$ cat src/hdl/sync_pkg.sv
package sync_pkg;

    // bits per I or Q component of a complex sample.
    localparam int SAMPLE_DW = 8;

    // a complex sample carries I in the upper byte and Q in the lower byte.
    typedef logic [2*SAMPLE_DW-1:0] iq_t;

    // one signed I or Q component.
    typedef logic signed [SAMPLE_DW-1:0] comp_t;

    // correlator length in samples.
    localparam int PSS_LEN = 16;

    // in the local PSS a set bit is a +1 tap and a clear bit is a -1 tap.
    // bit 0 belongs to the oldest sample of the window.
    localparam logic [PSS_LEN-1:0] PSS_SEQ = 16'b1011_0011_1010_0001;

    // a signed I or Q correlation sum is wide enough for PSS_LEN full-scale samples.
    localparam int CORR_DW = 13;
    typedef logic signed [CORR_DW-1:0] corr_t;

    // the correlation magnitude is |sum I| + |sum Q|.
    localparam int METRIC_DW = 14;
    typedef logic [METRIC_DW-1:0] metric_t;

endpackage

$ cat src/hdl/frame_pkg.sv
package frame_pkg;

    // useful samples per OFDM symbol and symbols per SS/PBCH block.
    localparam int SYM_LEN = 32;
    localparam int SSB_SYMBOLS = 4;

    typedef logic [3:0] cp_len_t;
    typedef logic [1:0] sym_idx_t;
    typedef logic [$clog2(SYM_LEN)-1:0] samp_cnt_t;

    typedef enum logic [1:0] {
        FS_IDLE,
        FS_CP,
        FS_SYMBOL
    } frame_state_t;

    // configuration register map.
    typedef logic [1:0] cfg_addr_t;
    localparam cfg_addr_t CFG_THRESH = 2'd0;
    localparam cfg_addr_t CFG_CP_LEN = 2'd1;
    localparam cfg_addr_t CFG_SSB_COUNT = 2'd2;

    localparam int RST_THRESH = 200;
    localparam cp_len_t RST_CP_LEN = 4'd4;

endpackage

$ cat src/hdl/sample_if.sv
`timescale 1ns/10ps

interface sample_if;

    sync_pkg::iq_t        data;
    logic                 valid;
    sync_pkg::metric_t    metric;
    logic                 peak;
    // the framing flags only carry meaning on the framer output.
    logic                 symbol_start;
    logic                 last;
    frame_pkg::sym_idx_t  symbol_idx;

    modport src (
        output data, valid, metric, peak, symbol_start, last, symbol_idx
    );

    modport dst (
        input data, valid, metric, peak, symbol_start, last, symbol_idx
    );

endinterface

$ cat src/hdl/pss_correlator.sv
`timescale 1ns/10ps

module pss_correlator (
    input  logic          clk_i,
    input  logic          rst_i,
    input  sync_pkg::iq_t s_data_i,
    input  logic          s_valid_i,
    sample_if.src         out_bus
);

    sync_pkg::iq_t                        window [sync_pkg::PSS_LEN];
    sync_pkg::iq_t                        win_next [sync_pkg::PSS_LEN];
    logic [$clog2(sync_pkg::PSS_LEN)-1:0] fill;
    logic                                 full;
    sync_pkg::comp_t                      comp_i;
    sync_pkg::comp_t                      comp_q;
    sync_pkg::corr_t                      sum_i;
    sync_pkg::corr_t                      sum_q;
    logic [sync_pkg::CORR_DW-1:0]         abs_i;
    logic [sync_pkg::CORR_DW-1:0]         abs_q;
    sync_pkg::metric_t                    metric_next;

    // the window as it stands once the incoming sample has been shifted in.
    always_comb begin
        for (int k = 0; k < sync_pkg::PSS_LEN - 1; k++) begin
            win_next[k] = window[k + 1];
        end
        win_next[sync_pkg::PSS_LEN - 1] = s_data_i;
    end

    always_comb begin
        sum_i = '0;
        sum_q = '0;
        comp_i = '0;
        comp_q = '0;
        for (int k = 0; k < sync_pkg::PSS_LEN; k++) begin
            comp_i = win_next[k][2*sync_pkg::SAMPLE_DW-1:sync_pkg::SAMPLE_DW];
            comp_q = win_next[k][sync_pkg::SAMPLE_DW-1:0];
            if (sync_pkg::PSS_SEQ[k]) begin
                sum_i = sum_i + comp_i;
                sum_q = sum_q + comp_q;
            end else begin
                sum_i = sum_i - comp_i;
                sum_q = sum_q - comp_q;
            end
        end
        abs_i = sum_i[sync_pkg::CORR_DW-1] ? -sum_i : sum_i;
        abs_q = sum_q[sync_pkg::CORR_DW-1] ? -sum_q : sum_q;
        metric_next = sync_pkg::metric_t'(abs_i) + sync_pkg::metric_t'(abs_q);
    end

    // the window is full on the PSS_LEN-th sample after reset.
    assign full = (fill == ($clog2(sync_pkg::PSS_LEN))'(sync_pkg::PSS_LEN - 1));

    always_ff @(posedge clk_i) begin
        if (s_valid_i) begin
            window <= win_next;
        end
    end

    always_ff @(posedge clk_i) begin
        if (rst_i) begin
            fill <= '0;
            out_bus.valid <= 1'b0;
            out_bus.metric <= '0;
        end else begin
            out_bus.valid <= s_valid_i;
            if (s_valid_i) begin
                out_bus.metric <= full ? metric_next : '0;
                if (!full) begin
                    fill <= fill + 1'b1;
                end
            end
        end
    end

    // the newest window entry is the sample the metric belongs to.
    assign out_bus.data = window[sync_pkg::PSS_LEN - 1];
    assign out_bus.peak = 1'b0;
    assign out_bus.symbol_start = 1'b0;
    assign out_bus.last = 1'b0;
    assign out_bus.symbol_idx = '0;

endmodule

$ cat src/hdl/peak_detector.sv
`timescale 1ns/10ps

module peak_detector (
    input  logic              clk_i,
    input  logic              rst_i,
    input  sync_pkg::metric_t thresh_i,
    sample_if.dst             in_bus,
    sample_if.src             out_bus
);

    sync_pkg::iq_t     hold_data;
    sync_pkg::metric_t hold_metric;
    logic              hold_vld;
    sync_pkg::metric_t prev_metric;
    logic              is_peak;

    // the held sample is a peak when it clears the threshold, rises above
    // the sample before it and is not exceeded by the sample after it.
    assign is_peak = (hold_metric >= thresh_i)
                  && (hold_metric > prev_metric)
                  && (hold_metric >= in_bus.metric);

    always_ff @(posedge clk_i) begin
        if (rst_i) begin
            hold_vld <= 1'b0;
            hold_metric <= '0;
            prev_metric <= '0;
            out_bus.valid <= 1'b0;
            out_bus.peak <= 1'b0;
        end else begin
            out_bus.valid <= 1'b0;
            out_bus.peak <= 1'b0;
            if (in_bus.valid) begin
                if (hold_vld) begin
                    out_bus.valid <= 1'b1;
                    out_bus.peak <= is_peak;
                    prev_metric <= hold_metric;
                end
                hold_vld <= 1'b1;
                hold_metric <= in_bus.metric;
            end
        end
    end

    always_ff @(posedge clk_i) begin
        if (in_bus.valid) begin
            hold_data <= in_bus.data;
            out_bus.data <= hold_data;
        end
    end

    assign out_bus.metric = '0;
    assign out_bus.symbol_start = 1'b0;
    assign out_bus.last = 1'b0;
    assign out_bus.symbol_idx = '0;

endmodule

$ cat src/hdl/frame_sync.sv
`timescale 1ns/10ps

module frame_sync (
    input  logic               clk_i,
    input  logic               rst_i,
    input  frame_pkg::cp_len_t cp_len_i,
    sample_if.dst              in_bus,
    sample_if.src              out_bus,
    output logic               ssb_start_o
);

    frame_pkg::frame_state_t state;
    frame_pkg::samp_cnt_t    cnt;
    frame_pkg::sym_idx_t     sym;
    frame_pkg::cp_len_t      cp_q;
    logic                    sym_end;
    logic                    cp_end;

    assign sym_end = (cnt == frame_pkg::samp_cnt_t'(frame_pkg::SYM_LEN - 1));
    // only evaluated in FS_CP, where cp_q is at least one.
    assign cp_end = (cnt == frame_pkg::samp_cnt_t'(cp_q - 4'd1));

    always_ff @(posedge clk_i) begin
        if (rst_i) begin
            state <= frame_pkg::FS_IDLE;
            cnt <= '0;
            sym <= '0;
            cp_q <= '0;
            ssb_start_o <= 1'b0;
            out_bus.valid <= 1'b0;
            out_bus.symbol_start <= 1'b0;
            out_bus.last <= 1'b0;
            out_bus.symbol_idx <= '0;
        end else begin
            ssb_start_o <= 1'b0;
            out_bus.valid <= 1'b0;
            out_bus.symbol_start <= 1'b0;
            out_bus.last <= 1'b0;
            if (in_bus.valid) begin
                case (state)
                    frame_pkg::FS_IDLE: begin
                        if (in_bus.peak) begin
                            // the prefix length is sampled once per block.
                            cp_q <= cp_len_i;
                            cnt <= '0;
                            sym <= '0;
                            ssb_start_o <= 1'b1;
                            state <= (cp_len_i == '0) ? frame_pkg::FS_SYMBOL : frame_pkg::FS_CP;
                        end
                    end
                    frame_pkg::FS_CP: begin
                        if (cp_end) begin
                            cnt <= '0;
                            state <= frame_pkg::FS_SYMBOL;
                        end else begin
                            cnt <= cnt + 1'b1;
                        end
                    end
                    frame_pkg::FS_SYMBOL: begin
                        out_bus.valid <= 1'b1;
                        out_bus.symbol_start <= (cnt == '0);
                        out_bus.last <= sym_end;
                        out_bus.symbol_idx <= sym;
                        if (sym_end) begin
                            cnt <= '0;
                            if (sym == frame_pkg::sym_idx_t'(frame_pkg::SSB_SYMBOLS - 1)) begin
                                state <= frame_pkg::FS_IDLE;
                            end else begin
                                sym <= sym + 1'b1;
                                state <= (cp_q == '0) ? frame_pkg::FS_SYMBOL : frame_pkg::FS_CP;
                            end
                        end else begin
                            cnt <= cnt + 1'b1;
                        end
                    end
                    default: state <= frame_pkg::FS_IDLE;
                endcase
            end
        end
    end

    always_ff @(posedge clk_i) begin
        if (in_bus.valid) begin
            out_bus.data <= in_bus.data;
        end
    end

    assign out_bus.metric = '0;
    assign out_bus.peak = 1'b0;

endmodule

$ cat src/hdl/sync_config.sv
`timescale 1ns/10ps

module sync_config (
    input  logic                 clk_i,
    input  logic                 rst_i,
    input  logic                 cfg_we_i,
    input  frame_pkg::cfg_addr_t cfg_addr_i,
    input  logic [15:0]          cfg_wdata_i,
    output logic [15:0]          cfg_rdata_o,
    input  logic                 ssb_start_i,
    output sync_pkg::metric_t    thresh_o,
    output frame_pkg::cp_len_t   cp_len_o
);

    logic [15:0] ssb_count;

    always_ff @(posedge clk_i) begin
        if (rst_i) begin
            thresh_o <= sync_pkg::metric_t'(frame_pkg::RST_THRESH);
            cp_len_o <= frame_pkg::RST_CP_LEN;
            ssb_count <= '0;
        end else begin
            if (cfg_we_i && cfg_addr_i == frame_pkg::CFG_THRESH) begin
                thresh_o <= sync_pkg::metric_t'(cfg_wdata_i);
            end
            if (cfg_we_i && cfg_addr_i == frame_pkg::CFG_CP_LEN) begin
                cp_len_o <= frame_pkg::cp_len_t'(cfg_wdata_i);
            end
            // the counter adds one per started block and wraps.
            if (ssb_start_i) begin
                ssb_count <= ssb_count + 1'b1;
            end
        end
    end

    always_comb begin
        case (cfg_addr_i)
            frame_pkg::CFG_THRESH:    cfg_rdata_o = 16'(thresh_o);
            frame_pkg::CFG_CP_LEN:    cfg_rdata_o = 16'(cp_len_o);
            frame_pkg::CFG_SSB_COUNT: cfg_rdata_o = ssb_count;
            default:                  cfg_rdata_o = '0;
        endcase
    end

endmodule

$ cat src/hdl/ssb_sync_top.sv
`timescale 1ns/10ps

module ssb_sync_top (
    input  logic                 clk_i,
    input  logic                 rst_i,
    input  sync_pkg::iq_t        s_data_i,
    input  logic                 s_valid_i,
    output sync_pkg::iq_t        m_data_o,
    output logic                 m_valid_o,
    output logic                 m_symbol_start_o,
    output logic                 m_last_o,
    output frame_pkg::sym_idx_t  m_symbol_idx_o,
    output logic                 peak_o,
    input  logic                 cfg_we_i,
    input  frame_pkg::cfg_addr_t cfg_addr_i,
    input  logic [15:0]          cfg_wdata_i,
    output logic [15:0]          cfg_rdata_o
);

    sample_if corr_bus ();
    sample_if det_bus ();
    sample_if frame_bus ();

    sync_pkg::metric_t  thresh;
    frame_pkg::cp_len_t cp_len;
    logic               ssb_start;

    pss_correlator u_corr (
        .clk_i     (clk_i),
        .rst_i     (rst_i),
        .s_data_i  (s_data_i),
        .s_valid_i (s_valid_i),
        .out_bus   (corr_bus.src)
    );

    peak_detector u_peak (
        .clk_i    (clk_i),
        .rst_i    (rst_i),
        .thresh_i (thresh),
        .in_bus   (corr_bus.dst),
        .out_bus  (det_bus.src)
    );

    frame_sync u_frame (
        .clk_i       (clk_i),
        .rst_i       (rst_i),
        .cp_len_i    (cp_len),
        .in_bus      (det_bus.dst),
        .out_bus     (frame_bus.src),
        .ssb_start_o (ssb_start)
    );

    sync_config u_cfg (
        .clk_i       (clk_i),
        .rst_i       (rst_i),
        .cfg_we_i    (cfg_we_i),
        .cfg_addr_i  (cfg_addr_i),
        .cfg_wdata_i (cfg_wdata_i),
        .cfg_rdata_o (cfg_rdata_o),
        .ssb_start_i (ssb_start),
        .thresh_o    (thresh),
        .cp_len_o    (cp_len)
    );

    // peak_o follows every detected peak even inside a block.
    always_ff @(posedge clk_i) begin
        if (rst_i) begin
            peak_o <= 1'b0;
        end else begin
            peak_o <= det_bus.peak;
        end
    end

    assign m_data_o = frame_bus.data;
    assign m_valid_o = frame_bus.valid;
    assign m_symbol_start_o = frame_bus.symbol_start;
    assign m_last_o = frame_bus.last;
    assign m_symbol_idx_o = frame_bus.symbol_idx;

endmodule

$ cat config.mk
export PLATFORM = sky130hd
export DESIGN_NAME = ssb_sync_top
export DESIGN_NICKNAME = d
export VERILOG_FILES = /design/src/hdl/sync_pkg.sv /design/src/hdl/frame_pkg.sv /design/src/hdl/sample_if.sv /design/src/hdl/pss_correlator.sv /design/src/hdl/peak_detector.sv /design/src/hdl/frame_sync.sv /design/src/hdl/sync_config.sv /design/src/hdl/ssb_sync_top.sv
export SDC_FILE = /design/constraint.sdc
export NUM_CORES = 1
export LEC_CHECK = 0
export BUFFER_PORTS_ARGS = -buffer_cell sky130_fd_sc_hd__buf_2
export CAP_MARGIN = 10
export CORE_MARGIN = 3
export CORE_UTILIZATION = 65
export DETAILED_ROUTE_END_ITERATION = 12
export HOLD_SLACK_MARGIN = 0.08
export PLACE_DENSITY = 0.81
export SYNTH_ARGS = -nofsm -noshare
export SYNTH_HDL_FRONTEND = slang
export SYNTH_SLANG_ARGS = --single-unit
export TNS_END_PERCENT = 30
$ cat constraint.sdc
create_clock -name clk_i -period 16.5 [get_ports clk_i]
set_input_delay 0.825 -clock clk_i [delete_from_list [all_inputs] [get_ports clk_i]]
set_output_delay 0.825 -clock clk_i [all_outputs]
set_load 0.005 [all_outputs]
# Yosys cells after proc, flatten, opt, wreduce, memory -nomap -nowiden
# Index checks and enable logic that the tools add are counted.
[classes]
n_addsub = 38
n_mul = 0
n_div = 0
magnitude_cmp = 3
n_eq_ne = 12
n_shift = 0
mux = 22
bitwise_logic = 6
n_reduce_logical = 23
[op_table]
columns = ["operator", "count"]
rows = [
  ["13-bit by 8-bit adder with 13-bit output", 14],
  ["13-bit by 8-bit subtractor with 13-bit output", 12],
  ["16-bit one-hot mux with 3 select lines", 1],
  ["14-bit greater-or-equal comparator", 2],
  ["13-bit two-way mux", 2],
  ["13-bit negator", 2],
  ["9-bit by 8-bit subtractor with 10-bit output", 2],
  ["2-bit two-way mux", 9],
  ["8-bit by 8-bit subtractor with 9-bit output", 2],
  ["16-bit by 1-bit adder with 16-bit output (second input constant)", 1],
  ["5-bit two-way mux", 3],
  ["5-bit one-hot mux with 3 select lines", 1],
  ["13-bit by 13-bit adder with 14-bit output", 1],
  ["14-bit greater-than comparator", 1],
  ["14-bit two-way mux", 1],
  ["3-bit OR reduction", 3],
  ["4-bit logical NOT", 2],
  ["2-bit equality test (second input constant)", 3],
  ["1-bit inverter", 6],
  ["2-bit one-hot mux with 3 select lines", 1],
  ["2-bit AND reduction", 3],
  ["3-bit AND reduction", 2],
  ["5-bit by 1-bit adder with 5-bit output (second input constant)", 1],
  ["5-bit equality test", 1],
  ["18 further kinds", 28],
]
[word_totals]
ff_bits = 392
latchBits = 0
mem_bits_rw = 0
mem_bits_ro = 0
in_bits = 38
elab_cells = 143
mem_count = 0

# Depth between registers and ports, before layout
[logic_depth]
word_depth = 19
depth_mapped = 39
ltp_nobuf = 37

# By module
# Synthesis repeated with hierarchy kept, for this count alone.
[unflattened]
cells_unflattened = 1955
area_unflattened_um2 = 23435.0
[modules_own_cells]
columns = ["module", "instances", "cells_per_inst", "area_each_um2", "seq_area_each_um2"]
rows = [
  ["pss_correlator", 1, 1287, 16857.4, 7587.3],
  ["peak_detector", 1, 304, 3180.6, 1581.5],
  ["frame_sync", 1, 159, 1681.6, 860.8],
  ["sync_config", 1, 203, 1681.6, 680.7],
  ["ssb_sync_top", 1, 2, 33.8, 20.0],
]

# Least setup slack after synthesis
# No wires, ideal clock.
[synth_timing]
path_kind = "register to register"
startpoint = "register u_corr.window, in the netlist u_corr.win_next[208]"
endpoint = "register u_corr.out_bus.metric[12]"
t_arrival_ns = 8.296
required_time_ns = 16.374
path_slack_ns = 8.078
path_stages_with_launch = 36
path_buffers = 1
cell_sequence = "edfxtp_1 -> inv_1 -> fa_1 -> ha_1 -> a21o_1 -> a21oi_1 -> o21bai_1 -> a21oi_1 -> o21ai_0 -> a2111oi_0 -> a21oi_1 -> fa_1 -> fa_1 -> inv_1 -> fa_1 -> fa_1 -> fa_1 -> inv_1 -> fa_1 -> inv_1 -> ha_1 -> a21o_1 -> a211oi_1 -> a21oi_1 -> xnor2_1 -> buf_2 -> nand2_1 -> xnor2_1 -> ha_1 -> a21o_1 -> a21o_1 -> o21ai_0 -> a21oi_1 -> a211oi_1 -> xor2_1 -> o21ai_0"
[synth_between]
elab_chain_cells = 18
[synth_rtl]
columns = ["element", "line", "rtl"]
rows = [
  ["start, declared", "pss_correlator.sv:11", "sync_pkg::iq_t window [sync_pkg::PSS_LEN];"],
  ["start signal, assigned", "pss_correlator.sv:57", "window <= win_next;"],
  ["9-bit by 8-bit subtractor with 10-bit output (*)", "pss_correlator.sv:44", "sum_q = sum_q - comp_q;"],
  ["13-bit by 8-bit subtractor with 13-bit output (*) (2 in series)", "pss_correlator.sv:44", ""],
  ["13-bit by 8-bit adder with 13-bit output (*)", "pss_correlator.sv:41", "sum_q = sum_q + comp_q;"],
  ["13-bit by 8-bit subtractor with 13-bit output (*)", "pss_correlator.sv:44", ""],
  ["13-bit by 8-bit adder with 13-bit output (*) (3 in series)", "pss_correlator.sv:41", ""],
  ["13-bit by 8-bit subtractor with 13-bit output (*) (2 in series)", "pss_correlator.sv:44", ""],
  ["13-bit by 8-bit adder with 13-bit output (*) (2 in series)", "pss_correlator.sv:41", ""],
  ["13-bit by 8-bit subtractor with 13-bit output (*)", "pss_correlator.sv:44", ""],
  ["13-bit by 8-bit adder with 13-bit output (*)", "pss_correlator.sv:41", ""],
  ["13-bit negator", "pss_correlator.sv:48", "abs_q = sum_q[sync_pkg::CORR_DW-1] ? -sum_q : sum_q;"],
  ["13-bit two-way mux (*)", "pss_correlator.sv:48", ""],
  ["13-bit by 13-bit adder with 14-bit output (*)", "pss_correlator.sv:49", "metric_next = sync_pkg::metric_t'(abs_i) + sync_pkg::metric_t'(abs_q);"],
  ["14-bit two-way mux (*)", "pss_correlator.sv:69", "out_bus.metric <= full ? metric_next : '0;"],
  ["end signal, assigned", "pss_correlator.sv:69", ""],
  ["end, declared", "sample_if.sv:15", "output data, valid, metric, peak, symbol_start, last, symbol_idx"],
]
# Every way passes the cells marked *; elsewhere a longest branch is shown, timed or not.
# A chain may end at the register's enable or synchronous reset.

# Final worst setup path
[layout_timing]
startpoint = "register u_corr.window, in the netlist u_corr.win_next[216]"
endpoint = "register u_corr.out_bus.metric[12]"
[layout_between]
elab_chain_cells = 18
[layout_rtl]
columns = ["element", "line", "rtl"]
rows = [
  ["9-bit by 8-bit subtractor with 10-bit output (*)", "pss_correlator.sv:43", "sum_i = sum_i - comp_i;"],
  ["13-bit by 8-bit subtractor with 13-bit output (*) (2 in series)", "pss_correlator.sv:43", ""],
  ["13-bit by 8-bit adder with 13-bit output (*)", "pss_correlator.sv:40", "sum_i = sum_i + comp_i;"],
  ["13-bit by 8-bit subtractor with 13-bit output (*)", "pss_correlator.sv:43", ""],
  ["13-bit by 8-bit adder with 13-bit output (*) (3 in series)", "pss_correlator.sv:40", ""],
  ["13-bit by 8-bit subtractor with 13-bit output (*) (2 in series)", "pss_correlator.sv:43", ""],
  ["13-bit by 8-bit adder with 13-bit output (*) (2 in series)", "pss_correlator.sv:40", ""],
  ["13-bit by 8-bit subtractor with 13-bit output (*)", "pss_correlator.sv:43", ""],
  ["13-bit by 8-bit adder with 13-bit output (*)", "pss_correlator.sv:40", ""],
  ["13-bit negator", "pss_correlator.sv:47", "abs_i = sum_i[sync_pkg::CORR_DW-1] ? -sum_i : sum_i;"],
  ["13-bit two-way mux (*)", "pss_correlator.sv:47", ""],
  ["13-bit by 13-bit adder with 14-bit output (*)", "pss_correlator.sv:49", ""],
  ["14-bit two-way mux (*)", "pss_correlator.sv:69", ""],
]
# Marks and branches as above.

==> summary.txt <==
Drt
  – Wl on met1: 17,900 µm
  – Detail Route met3 WL: 1940 µm
  – DR top layer: met4
  – Overall routed net length: 41,500 µm
  – Via density: 5.42
  – Vias: 13,598
  – Met2 wire length: 20,600 µm
  – DRC: 0
  – Wire per inst: 16.5 µm
  – Final ANT Viol Nets: 0
  – Iteration-0 DRC Markers: 745
  – Pre-Repair DR Iteration Count: 5

Synth
  – Post-Syn Nets: 2,340
  – Sequential fraction of the synthesis area: 0.461
  – EDFF count, synth: 288
  – FFs w/ async S/R, synth: 0
  – Main synth FF type: edfxtp_1
  – Mean Syn Cell Area: 12.0 µm²
  – Post-synthesis simple-gate area fraction: 0.0669
  – Synth Area in Adders: 0.279
  – Compound-cell area share of the yosys netlist: 0.0669
  – Main combinational cell family by area after synthesis: adder cells
  – Library cells used by synthesis: 72
  – Gate Count Post-Synth: 1,931
  – XOR/XNOR Fraction of Synth Area: 0.0350
  – #FFs+latches synth: 392
  – Mux contribution to synthesized area: 0.0147
  – Mapped cell area: 23,300 µm²
  – Warnings from Yosys: 0

Worst hold path
  – Min-delay worst type: reg -> reg
  – Hold path cells: 0

CTS
  – TritonCTS clock tree: built
  – Post-CTS sizing: 0
  – Clk sinks: 392
  – CTS buffer count: 43
  – H-tree depth: 2
  – Clock slew at reported path FFs: 60 ps
  – Clock Latency Late Sink: 560 ps
  – Post-CTS setup buffers: 0
  – Cts hold-fix bufs: 0
  – Clock root buffer: clkbuf_16
  – Clock Path Buffers: 3

Outcome
  – Outcome: finished clean

Critical path
  – Worst Path Required: 16,940 ps
  – Worst-path fanout max: 13
  – CP dominant cell by count: fa_1
  – Startpoint Class: register
  – CP Capture Type: register
  – Crit. path cell count: 35
  – CP max-delay cell: xnor2_1
  – Worst Path Class, Setup: reg -> reg
  – Crit-path leading delay family: adder cells
  – Worst-case reg-to-reg path depth: 35
  – Crit path buf inv count: 6
  – Worst reg2reg setup slack: 6580 ps
  – Crit path DAT: 10,360 ps
  – Crit-path max cell delay: 790 ps

Floorplan
  – Die Height: 195 µm
  – Die X: 195 µm
  – Die area: 38,100 µm²
  – I/O pins: 76
  – Row cnt: 68
  – Initial Util: 0.667
  – Core area: 34,900 µm²

Global route
  – Number of antenna violations at the first check in global routing: 0
  – First-pass GRT wire length: 70,800 µm
  – Pin count of the biggest net entering global routing: 78
  – Total GRT Usage: 0.229
  – Number of global-route vias before repair: 14,616
  – Overflow after GRT: 0

Layout
  – Finished Cell Area: 25,500 µm²
  – Most common cell after layout, fill and taps aside: inv_1
  – Fin cells: 2,509
  – Share of layout cells above drive strength 1: 0.0759
  – Highest-count cells in the layout ignoring fill and taps: 433 x inv_1, 288 x edfxtp_1, 247 x fa_1, 124 x ha_1, 113 x nand2_1
  – Area delta synth->final: 9.78%
  – Antenna Diode Count: 0
  – Final #Nets: 2,431

Timing
  – Slew HR: 0.336
  – Tmin final: 9920 ps
  – Setup TNS: 0 ps
  – Final setup viols: 0
  – Unrepaired setup endpoints after global routing: no
  – Worst slew pin tran: 988 ps
  – Clk_skew: 18.8 ps
  – Final setup margin: 6580 ps
  – Max Clock Freq: 101 MHz
  – Final hold vios: 0
  – Period utilization: 0.601
  – Slew Limit Fails: 0

Placed design
  – Port bufs: 73
  – Cell Area, Placed: 24,100 µm²
  – Pre-CTS setup slack: 6630 ps
  – Dpl hpwl: 29,900 µm
  – RePlAce Congestion: 0.834
  – Placed cell count: 2,432

Run
  – Number of max-cap violations: 0
-- metrics by stage --
stage                     hold slack (ps)   util
after floorplan                       400      -
after CTS                             411  0.732
final                                 406  0.732
after global routing                  419  0.732
after global placement                400  0.691
after detailed placement              405  0.691
-- synth_stat cells, types with 6 or more instances --
cell type	number	area [µm²]
nand2b_1	12	75.1
a21oi_1	87	435
a211oi_1	8	60.1
fa_1	247	4940
o21ai_1	9	45.0
a21o_1	27	203
edfxtp_1	288	8650
inv_1	433	1630
o31ai_1	7	52.6
nand4_1	9	56.3
nor3_1	13	65.1
o21ai_0	33	165
nor2b_1	16	100
xnor2_1	62	543
nand2_1	113	424
xor2_1	31	272
dfxtp_1	104	2080
clkbuf_1	24	90.1
buf_2	7	35.0
nor2_1	110	413
mux2i_1	33	330
o21a_1	8	60.1
and3_1	12	75.1
o21bai_1	6	45.0
nand3_1	27	135
ha_1	124	1550
-- final cells by class --
cell class              count  area, µm²
multi-input cells        1072      10800
clock inverters            20        231
repair buffers             80        428
inverters                 433       1630
well taps                 455        569
flip-flops and latches    392      10700
fillers                  2239       9350
clock buffers              57       1180
-- layer usage --
layer,vias to the layer above,GRT usage
met1,6775,0.305
met3,74,0.0445
met2,302,0.390
met5,-,0
met4,0,0.0665
li1,6447,-
-- kinds of logic after synthesis --
group	Yosys count
flops	392
compound gates	237
mux	34
xor+xnor	93
fa+ha+maj	371
buf+inv	467
simple gates	337
-- flip-flops by register name, summed over array words and instances, names as in the netlist, 2 cells and up --
signal                      count
u_corr.win_next               224
u_cfg.ssb_count                16
u_corr.out_bus.data            16
u_frame.out_bus.data           16
u_peak.hold_data               16
u_peak.out_bus.data            16
u_cfg.thresh_o                 14
u_corr.out_bus.metric          14
u_peak.hold_metric             14
u_peak.prev_metric             14
u_frame.cnt                     5
u_cfg.cp_len_o                  4
u_corr.fill                     4
u_frame.cp_q                    4
u_frame.out_bus.symbol_idx      2
u_frame.state                   2
u_frame.sym                     2
-- worst paths after layout --
path	endpoint	from
max	u_corr.out_bus.metric[12]	u_corr.win_next[216]
min	u_frame.out_bus.data[11]	u_peak.out_bus.data[11]
max reg2reg	u_corr.out_bus.metric[12]	u_corr.win_next[216]
min reg2reg	u_frame.out_bus.data[11]	u_peak.out_bus.data[11]
Power is not shown: default switching activity piles up to over one toggle a cycle in this logic, so the estimate is an artifact.
